### src/verilog/frame_consts.svh
// Frame transmit constants
// Widths and depths shared by the data path, the frame addressing and
// the host memory channel of the frame transmit subsystem

`ifndef FRAME_CONSTS_SVH
`define FRAME_CONSTS_SVH

// Buffer entries, which is also the credit count the sender starts with
`define FIFO_DEPTH 16

// Width of one stream word and of one host cache line payload
`define DATA_W 128

// A frame holds 2**CHUNK_LOG lines, chunk 0 being the header/control line
`define CHUNK_LOG 4

// The ring holds 2**FRAME_LOG frames
`define FRAME_LOG 3

// Width of a host line address
`define ADDR_W 32

// Quiet cycles after which a partly filled frame is closed
`define IDLE_LIMIT 15

`endif

### src/verilog/frame_types_pkg.sv
// Frame data-path types
// Stream word, buffer pointer and the pieces of a frame line address
// (ring base, frame number, chunk index)

`default_nettype none

`include "frame_consts.svh"

package frame_types_pkg;

   // One word of the incoming stream, written as one line
   typedef logic [`DATA_W-1:0] data_word_t;

   // Line position inside a frame
   typedef logic [`CHUNK_LOG-1:0] chunk_idx_t;

   // Frame position inside the ring
   typedef logic [`FRAME_LOG-1:0] frame_num_t;

   // Upper address bits that locate the ring in host memory
   typedef logic [`ADDR_W-`CHUNK_LOG-`FRAME_LOG-1:0] base_ptr_t;

   // Buffer pointer with one extra wrap bit to tell full from empty
   typedef logic [$clog2(`FIFO_DEPTH):0] fifo_ptr_t;

   // Chunk 0 holds header and control, so data starts at chunk 1
   localparam chunk_idx_t first_data_chunk = chunk_idx_t'(1);

   // Last line of a frame; granting it fills the frame
   localparam chunk_idx_t last_chunk = '1;

endpackage

`default_nettype wire

### src/verilog/mem_chan_pkg.sv
// Host memory channel types
// Line address, write request kinds and the layout of the header word
// read from chunk 0 and of the control word written back to it

`default_nettype none

`include "frame_consts.svh"

package mem_chan_pkg;

   typedef logic [`ADDR_W-1:0] line_addr_t;

   // A write is either a data/control line or an ordering fence
   typedef enum logic {wr_line, wr_fence} wr_kind_t;

   typedef logic [`DATA_W-1:0] ctrl_word_t;
   typedef logic [`DATA_W-1:0] header_word_t;

   // Fixed marker software looks for in the top 32 bits of a control word
   localparam logic [31:0] ctrl_marker = 32'hdeadbeef;

   // Control word: marker on top, line count in bits 4:1, valid in bit 0
   function automatic ctrl_word_t make_ctrl_word(input logic [3:0] line_count);
      ctrl_word_t word;
      word = '0;
      word[`DATA_W-1 -: 32] = ctrl_marker;
      word[4:1] = line_count;
      word[0] = 1'b1;
      return word;
   endfunction

   // Software sets bit 0 while it still owns the frame
   function automatic logic header_in_use(input header_word_t hdr);
      return hdr[0];
   endfunction

endpackage

`default_nettype wire

### src/verilog/data_credit_fifo.sv
// Credit based input buffer
// Circular buffer for incoming stream words. The sender holds the credits;
// each word that leaves the buffer hands one credit back with a single
// cycle pulse on credit_return

`default_nettype none

`include "frame_consts.svh"

module data_credit_fifo
(
   input  wire logic                      clk,
   input  wire logic                      rst_n,

   // Write side, driven by the sender
   input  wire logic                      push,
   input  wire frame_types_pkg::data_word_t push_data,

   // Read side, toward the frame writer
   input  wire logic                      pop,
   output logic                           valid,
   output frame_types_pkg::data_word_t    head_data,

   // One pulse per word popped
   output logic                           credit_return
);

   import frame_types_pkg::*;

   // Index width is the pointer width without its wrap bit
   localparam int idx_w = $bits(fifo_ptr_t) - 1;

   // ======================================================================
   // Storage and pointers
   // ======================================================================

   // Payload storage, one stream word per entry
   data_word_t mem [`FIFO_DEPTH];

   fifo_ptr_t wr_ptr;
   fifo_ptr_t rd_ptr;

   logic full;
   logic do_push;
   logic do_pop;

   // Empty when the pointers match, wrap bit included
   assign valid = (wr_ptr != rd_ptr);

   // Full when the index bits match and the wrap bits differ
   assign full = (wr_ptr[idx_w-1:0] == rd_ptr[idx_w-1:0]) &&
                 (wr_ptr[idx_w] != rd_ptr[idx_w]);

   // Credits keep the sender from pushing into a full buffer
   // A push that finds the buffer full is dropped
   assign do_push = push && !full;
   assign do_pop  = pop && valid;

   // The head word is read straight from the entry under the read pointer
   assign head_data = mem[rd_ptr[idx_w-1:0]];

   always_ff @(posedge clk)
   begin
      if (do_push)
      begin
         mem[wr_ptr[idx_w-1:0]] <= push_data;
      end
   end

   always_ff @(posedge clk or negedge rst_n)
   begin
      if (!rst_n)
      begin
         wr_ptr <= '0;
         rd_ptr <= '0;
      end
      else
      begin
         // A word pushed at this edge shows on valid right after it
         if (do_push)
         begin
            wr_ptr <= wr_ptr + fifo_ptr_t'(1);
         end
         if (do_pop)
         begin
            rd_ptr <= rd_ptr + fifo_ptr_t'(1);
         end
      end
   end

   // ======================================================================
   // Credit return
   // ======================================================================

   // The pulse follows the edge that retires the word, so the sender
   // never sees a credit for an entry that is still occupied
   always_ff @(posedge clk or negedge rst_n)
   begin
      if (!rst_n)
      begin
         credit_return <= 1'b0;
      end
      else
      begin
         credit_return <= do_pop;
      end
   end

endmodule

`default_nettype wire

### src/verilog/frame_writer.sv
// Frame writer
// Walks the ring of frames in host memory. For each frame it polls the
// header until software has released the frame, writes buffered words
// into chunks 1 and up, then closes the frame with a write fence and a
// control word in chunk 0. A frame closes when full or after a quiet
// period once it holds data

`default_nettype none

`include "frame_consts.svh"

module frame_writer
(
   input  wire logic                         clk,
   input  wire logic                         rst_n,

   input  wire logic                         enable,
   input  wire frame_types_pkg::base_ptr_t   frame_base,

   // Buffer head
   input  wire logic                         fifo_valid,
   input  wire frame_types_pkg::data_word_t  fifo_data,
   output logic                              fifo_pop,

   // Header reads
   output logic                              rd_req,
   output mem_chan_pkg::line_addr_t          rd_addr,
   input  wire logic                         rd_grant,
   input  wire logic                         rd_rsp_valid,
   input  wire mem_chan_pkg::header_word_t   rd_rsp_data,

   // Data, fence and control writes
   output logic                              wr_req,
   output mem_chan_pkg::wr_kind_t            wr_kind,
   output mem_chan_pkg::line_addr_t          wr_addr,
   output frame_types_pkg::data_word_t       wr_data,
   input  wire logic                         wr_grant
);

   import frame_types_pkg::*;
   import mem_chan_pkg::*;

   typedef enum logic [2:0]
   {
      st_idle,
      st_poll_header,
      st_wait_header,
      st_write_data,
      st_write_fence,
      st_write_control
   } writer_state_t;

   writer_state_t state;
   writer_state_t next_state;

   frame_num_t frame_num;
   chunk_idx_t chunk_idx;
   logic [3:0] idle_cnt;

   logic data_write_ok;
   logic frame_full;
   logic idle_close;

   // ======================================================================
   // Frame close conditions
   // ======================================================================

   // A data line retires on its grant and pops the buffer in that cycle
   assign data_write_ok = (state == st_write_data) && fifo_valid && wr_grant;
   assign fifo_pop      = data_write_ok;

   // Granting the last chunk fills the frame. The chunk index then wraps
   // to 0, so chunk_idx - 1 still gives the 15 lines for the control word
   assign frame_full = data_write_ok && (chunk_idx == last_chunk);

   // Quiet close only when nothing is waiting, so a pending grant is
   // never dropped, and only if the frame already holds a line
   assign idle_close = (idle_cnt == 4'(`IDLE_LIMIT)) && !fifo_valid &&
                       (chunk_idx > first_data_chunk);

   // ======================================================================
   // State machine
   // ======================================================================

   always_comb
   begin
      next_state = state;
      case (state)
         st_idle:
         begin
            next_state = st_poll_header;
         end
         st_poll_header:
         begin
            if (rd_grant)
            begin
               next_state = st_wait_header;
            end
         end
         st_wait_header:
         begin
            // Software still owns the frame, so ask again for the same one
            if (rd_rsp_valid)
            begin
               next_state = header_in_use(rd_rsp_data) ? st_poll_header : st_write_data;
            end
         end
         st_write_data:
         begin
            if (frame_full || idle_close)
            begin
               next_state = st_write_fence;
            end
         end
         st_write_fence:
         begin
            if (wr_grant)
            begin
               next_state = st_write_control;
            end
         end
         st_write_control:
         begin
            if (wr_grant)
            begin
               next_state = st_poll_header;
            end
         end
         default:
         begin
            next_state = st_idle;
         end
      endcase

      // Disabling parks the writer in idle
      if (!enable)
      begin
         next_state = st_idle;
      end
   end

   always_ff @(posedge clk or negedge rst_n)
   begin
      if (!rst_n)
      begin
         state <= st_idle;
      end
      else
      begin
         state <= next_state;
      end
   end

   // ======================================================================
   // Frame position and idle counter
   // ======================================================================

   always_ff @(posedge clk or negedge rst_n)
   begin
      if (!rst_n)
      begin
         frame_num <= '0;
         chunk_idx <= first_data_chunk;
         idle_cnt  <= '0;
      end
      else
      begin
         // The ring restarts at frame 0 whenever the writer passes idle
         if (state == st_idle)
         begin
            frame_num <= '0;
         end
         else if ((state == st_write_control) && wr_grant)
         begin
            frame_num <= frame_num + frame_num_t'(1);
         end

         if (state == st_poll_header)
         begin
            chunk_idx <= first_data_chunk;
         end
         else if (data_write_ok)
         begin
            chunk_idx <= chunk_idx + chunk_idx_t'(1);
         end

         // Counts quiet cycles and holds at the limit
         if (fifo_valid)
         begin
            idle_cnt <= '0;
         end
         else if (idle_cnt != 4'(`IDLE_LIMIT))
         begin
            idle_cnt <= idle_cnt + 4'd1;
         end
      end
   end

   // ======================================================================
   // Memory requests
   // ======================================================================

   // Header lives in chunk 0 of the current frame
   assign rd_req  = (state == st_poll_header);
   assign rd_addr = {frame_base, frame_num, chunk_idx_t'(0)};

   // All requests are built from registered state, so they stay put
   // until granted
   assign wr_req = ((state == st_write_data) && fifo_valid) ||
                   (state == st_write_fence) || (state == st_write_control);

   assign wr_kind = (state == st_write_fence) ? wr_fence : wr_line;

   always_comb
   begin
      case (state)
         st_write_fence:
         begin
            wr_addr = '0;
         end
         st_write_control:
         begin
            wr_addr = {frame_base, frame_num, chunk_idx_t'(0)};
         end
         default:
         begin
            wr_addr = {frame_base, frame_num, chunk_idx};
         end
      endcase
   end

   // Control word carries the number of data lines in the frame
   assign wr_data = (state == st_write_data) ? fifo_data :
                    make_ctrl_word(chunk_idx - chunk_idx_t'(1));

endmodule

`default_nettype wire

### src/verilog/frame_tx_top.sv
// Frame transmit top level
// Takes the credit flow controlled stream from the sender into the input
// buffer and lets the frame writer drain it into the host frame ring

`default_nettype none

module frame_tx_top
(
   input  wire logic                         clk,
   input  wire logic                         rst_n,

   // Sender side
   input  wire logic                         in_valid,
   input  wire frame_types_pkg::data_word_t  in_data,
   output logic                              credit_return,

   // Control
   input  wire logic                         enable,
   input  wire frame_types_pkg::base_ptr_t   frame_base,

   // Host memory read channel
   output logic                              rd_req,
   output mem_chan_pkg::line_addr_t          rd_addr,
   input  wire logic                         rd_grant,
   input  wire logic                         rd_rsp_valid,
   input  wire mem_chan_pkg::header_word_t   rd_rsp_data,

   // Host memory write channel
   output logic                              wr_req,
   output mem_chan_pkg::wr_kind_t            wr_kind,
   output mem_chan_pkg::line_addr_t          wr_addr,
   output frame_types_pkg::data_word_t       wr_data,
   input  wire logic                         wr_grant
);

   import frame_types_pkg::*;

   // Buffer head as seen by the writer
   logic       fifo_valid;
   data_word_t fifo_data;
   logic       fifo_pop;

   data_credit_fifo i_fifo
   (
      .clk           (clk),
      .rst_n         (rst_n),
      .push          (in_valid),
      .push_data     (in_data),
      .pop           (fifo_pop),
      .valid         (fifo_valid),
      .head_data     (fifo_data),
      .credit_return (credit_return)
   );

   frame_writer i_writer
   (
      .clk          (clk),
      .rst_n        (rst_n),
      .enable       (enable),
      .frame_base   (frame_base),
      .fifo_valid   (fifo_valid),
      .fifo_data    (fifo_data),
      .fifo_pop     (fifo_pop),
      .rd_req       (rd_req),
      .rd_addr      (rd_addr),
      .rd_grant     (rd_grant),
      .rd_rsp_valid (rd_rsp_valid),
      .rd_rsp_data  (rd_rsp_data),
      .wr_req       (wr_req),
      .wr_kind      (wr_kind),
      .wr_addr      (wr_addr),
      .wr_data      (wr_data),
      .wr_grant     (wr_grant)
   );

endmodule

`default_nettype wire

### config.mk
export PLATFORM = sky130hd
export DESIGN_NAME = frame_tx_top
export DESIGN_NICKNAME = d
export VERILOG_FILES = /design/src/verilog/frame_types_pkg.sv /design/src/verilog/mem_chan_pkg.sv /design/src/verilog/data_credit_fifo.sv /design/src/verilog/frame_writer.sv /design/src/verilog/frame_tx_top.sv
export VERILOG_INCLUDE_DIRS = /design/src /design/src/verilog
export SDC_FILE = /design/constraint.sdc
export NUM_CORES = 2
export LEC_CHECK = 0
export BUFFER_PORTS_ARGS = -buffer_cell sky130_fd_sc_hd__buf_2
export CELL_PAD_IN_SITES_DETAIL_PLACEMENT = 0
export CELL_PAD_IN_SITES_GLOBAL_PLACEMENT = 1
export CORE_ASPECT_RATIO = 1.25
export CORE_UTILIZATION = 54
export DETAILED_ROUTE_END_ITERATION = 8
export PLACE_DENSITY_LB_ADDON = 0.25
export REMOVE_ABC_BUFFERS = 1
export SETUP_SLACK_MARGIN = 0.3
export SYNTH_ARGS = -nofsm -noshare
export SYNTH_HDL_FRONTEND = slang
export SYNTH_SLANG_ARGS = --single-unit
### constraint.sdc
create_clock -name clk -period 14.89 [get_ports clk]
set_input_delay 2.2335 -clock clk [delete_from_list [all_inputs] [get_ports clk]]
set_output_delay 2.2335 -clock clk [all_outputs]
set_load 0.05 [all_outputs]
==> impl_metrics.toml <==
[run_status]
outcome = "completed"

[die]
io_pins = 484
rows = 156
die-height_um = 431
start_util_pct = 54.6
core_mm2 = 0.145
die-area_mm2 = 0.149
die_w_um = 345

[finish]
regArea_mm2 = 0.0621
fin_area_mm2 = 0.0893
drive_gt1_share_pct = 31.4
nets = 4076
n_fill_cell = 9969
multiInputGateArea_mm2 = 0.0162
syn2layout_area_growth_pct = 12.5

[critical_path]
endpoint = "wr_data[80]"
worstPathMaxFanout = 98
crit_path_start_kind = "flop"
worstPathCellList = "buf_12 -> buf_4 -> buf_4 -> mux4_2 -> mux2i_1 -> o22ai_1 -> buf_2"
required_ns = 12.66
ff2ff_path_depth = 8
cp_data_arrival_time_ns = 5.45
r2r_setup_slack_ns = 9.07
cpPeakStageDelay_ns = 0.88
crit_family = "buffers and inverters"
end_kind = "primary output"
cp_common_cell = "buf_4"
r2r_end = "i_fifo.mem[8][94]$_DFFE_PP_"
critPathBufInv = 4
reg2reg_from = "i_fifo.rd_ptr[1]$_DFFE_PN0P_"
cp.depth = 7
crit_type = "flop to primary output"
cpMaxStageDelayCell = "buf_4"
critPathLaunch = "i_fifo.rd_ptr[0]$_DFFE_PN0P_"

[route]
drt_iter0_drc = 3282
ant_nets = 0
drc = 0
drt-total-wl_mm = 172
dr.pass1.iters = 5
viasPerCell = 6.24
vias = 36407
routedWlPerCell_um = 29.5

[cts]
clk_latency_ns = 0.83
path_clk_slew_ns = 0.06
cts_buffer_depth = 3
cts_made_buffers = 195
clockRootBuffer = "clkbuf_16"
clock-sinks = 2073
htreeDepth = 4
cts_tree = "yes"
cts_resized = 0
cts_setup_buffers = 0
hold_buffers = 0

[timing]
tightest_slew_ns = 1.26
fin_tns_setup_ns = 0
period_minus_slack_ns = 7.68
fmax_mhz = 130
setup_viol = 0
fin_crit_sh_pct = 51.6
rsz0062_at_grt = "no"
drv_slew = 0
hold_violations = 0
timing.hold.ws_ns = 0.534
relSlewSlack_pct = 16.3
skew_ns = 0.0273

[pwr]
p_sw_share_pct = 26.8
power_frac_clock_pct = 30.9
leakage_nw = 28.1
powerDensity_mw_per_mm2 = 172
ir_worst_vdd_v = 0.000158
p_sw_w = 0.00413
combPwrFrac_pct = 22.5
p_seq_share_pct = 46.7
p_int_w = 0.0113

[worst_hold_path]
hp-class = "flop to flop"
hold_start = "i_fifo.wr_ptr[4]$_DFFE_PN0P_"

[yosys]
ys_ff_latch = 2073
synth-compound-area-share_pct = 1.39
synth.distinct_cells = 52
synth-xor-area-share_pct = 0.188
synthAdderAreaFrac_pct = 0.158
synth-edff-count = 2048
synth-async-reset-ratio_pct = 1.21
synth_area_per_cell_um2 = 23.5
netlist_area_mm2 = 0.0794
synthFlopType = "edfxtp_1"
synthMuxAreaShare_pct = 17.9
ys_warn_count = 0
synth_top_family_by_area = "multiplexers"
synth-simple-area-share_pct = 0.708
synthCells = 3372
seq_area_frac_synth_pct = 78.3

[global_route]
grt_pass1_wl_mm = 251
overflow = 0
antenna_found_initial = 45
grt_pass1_vias = 37517
grt_use_total_pct = 23.6
grt_max_degree = 128

[placed_design]
io_buffers = 352
placed_area_mm2 = 0.0832
dp_hpwl_mm = 83.5
gp_congestion = 0.735

[job]
cap_violations = 0
## flip-flops by register name, indices dropped and copies added, names as in the netlist
register / count
i_fifo.mem: 2048
i_fifo.rd_ptr: 5
i_fifo.wr_ptr: 5
i_writer.chunk_idx: 4
i_writer.idle_cnt: 4
i_writer.frame_num: 3
i_writer.state: 3
i_fifo.credit_return: 1
## logic make-up (layout without fill, tap and decap cells)
kind of cell / Yosys count / in the layout
AOI/OAI and AO/OA: 166 / 166
xor gates and xnor gates: 17 / 17
adders and majority gates: 10 / 10
buffers and inverters: 224 / 776
DFF: 2073 / 2073
muxes: 775 / 775
other: 1 / 13
and+or+nand+nor: 106 / 106
## metal layers
metal / wire [um] / vias up / global-route usage (%)
li1: - / 15201 / -
met2: 84900 / 1228 / 38.4
met1: 71000 / 19630 / 33.3
met5: 287 / - / 0
met4: 3850 / 44 / 6.36
met3: 11700 / 304 / 4.11
## metrics by stage
step / total power, W / setup slack (ns) / instances / utilization (%)
floorplan: 0.0115 / -14.97 / 3162 / -
global placement: 0.0108 / 7.78 / 5477 / 57.3
detailed placement: 0.0108 / 7.80 / 5477 / 57.3
CTS: 0.0156 / 6.88 / 5823 / 61.5
global route: 0.0160 / 6.66 / 5826 / 61.5
finish: 0.0154 / 7.21 / 5832 / 61.5
## power groups by stage
| stage | Combinational (W) | Sequential, W | Clock (W) |
|---|---|---|---|
| CTS | 0.00355 | 0.00719 | 0.00485 |
| finish | 0.00346 | 0.00718 | 0.00476 |
| detailed placement | 0.00354 | 0.00731 | 0 |
| global placement | 0.00351 | 0.00728 | 0 |
| floorplan | 0.00371 | 0.00778 | 0 |
| global route | 0.00373 | 0.00723 | 0.00505 |
## cell type report
class	count	share of cell area, %
diodes	9	0.0252
clock buffers	251	5.82
flip-flops and latches	2073	69.6
inverters	11	0.0547
multi-input cells	1078	18.2
well taps	1896	2.66
repair buffers	419	2.68
clock inverters	95	0.973
## synthesized netlist by cell type (all sizes together), types with 2 or more instances
library cell | n | share of area [%]
edfxtp | 2048 | 77
mux4 | 512 | 15
mux2i | 254 | 3.2
buf | 154 | 1.1
o22ai | 99 | 0.78
clkbuf | 59 | 0.28
nor2b | 32 | 0.25
a22oi | 29 | 0.27
nor2 | 27 | 0.13
dfrtp | 24 | 0.76
xnor2 | 14 | 0.15
nand2 | 13 | 0.061
inv | 11 | 0.052
o21ai | 11 | 0.074
ha | 10 | 0.16
mux2 | 9 | 0.13
nor3 | 8 | 0.050
and2 | 7 | 0.055
o211ai | 7 | 0.066
nand2b | 4 | 0.032
nand4 | 4 | 0.039
a21oi | 3 | 0.019
a31oi | 3 | 0.024
and3 | 3 | 0.024
nand3 | 3 | 0.019
xor2 | 3 | 0.033
o2111ai | 2 | 0.022
o31ai | 2 | 0.019
## worst reg2reg max path: cells and delay by family, from the launching register on
kind | cells | cell delay [ns]
AOI/OAI and AO/OA | 1 | 0.38
xor gates and xnor gates | 1 | 0.20
buffers and inverters | 4 | 2.92
DFF | 1 | 0.80
and+or+nand+nor | 2 | 1.11
## worst min-delay path by stage
stage                                   end  cells after the start
2_1_floorplan  i_fifo.wr_ptr[4]$_DFFE_PN0P_                      1
3_3_place_gp   i_fifo.rd_ptr[4]$_DFFE_PN0P_                      1
3_5_place_dp   i_fifo.rd_ptr[4]$_DFFE_PN0P_                      1
4_1_cts        i_fifo.wr_ptr[4]$_DFFE_PN0P_                      1
5_1_grt        i_fifo.wr_ptr[4]$_DFFE_PN0P_                      1
6_report       i_fifo.wr_ptr[4]$_DFFE_PN0P_                      1
## placed cells by master (no fill, tap or decap), types with 4 or more instances in the layout
| cell type | netlist | routed |
|---|---|---|
| nor2b_1 | 32 | 32 |
| o211ai_1 | 7 | 7 |
| clkinv_1 | 0 | 30 |
| inv_6 | 0 | 11 |
| xnor2_1 | 14 | 14 |
| o21ai_0 | 8 | 8 |
| diode_2 | 0 | 9 |
| conb_1 | 1 | 4 |
| nand2_1 | 13 | 12 |
| nor3_1 | 8 | 4 |
| nor2_4 | 0 | 11 |
| buf_4 | 36 | 57 |
| clkinv_2 | 0 | 31 |
| clkbuf_1 | 59 | 50 |
| clkinv_8 | 0 | 4 |
| ha_1 | 10 | 10 |
| a22oi_1 | 29 | 29 |
| buf_12 | 0 | 10 |
| clkbuf_16 | 0 | 199 |
| bufinv_16 | 0 | 13 |
| and2_1 | 7 | 7 |
| mux4_2 | 512 | 512 |
| edfxtp_1 | 2048 | 2048 |
| nor2_1 | 27 | 14 |
| mux2i_1 | 254 | 254 |
| o22ai_1 | 99 | 99 |
| mux2_2 | 8 | 8 |
| inv_1 | 11 | 10 |
| nor3_2 | 0 | 4 |
| buf_2 | 98 | 352 |
| dfrtp_1 | 24 | 20 |
No activity file was read; power rests on OpenSTA's default activity.
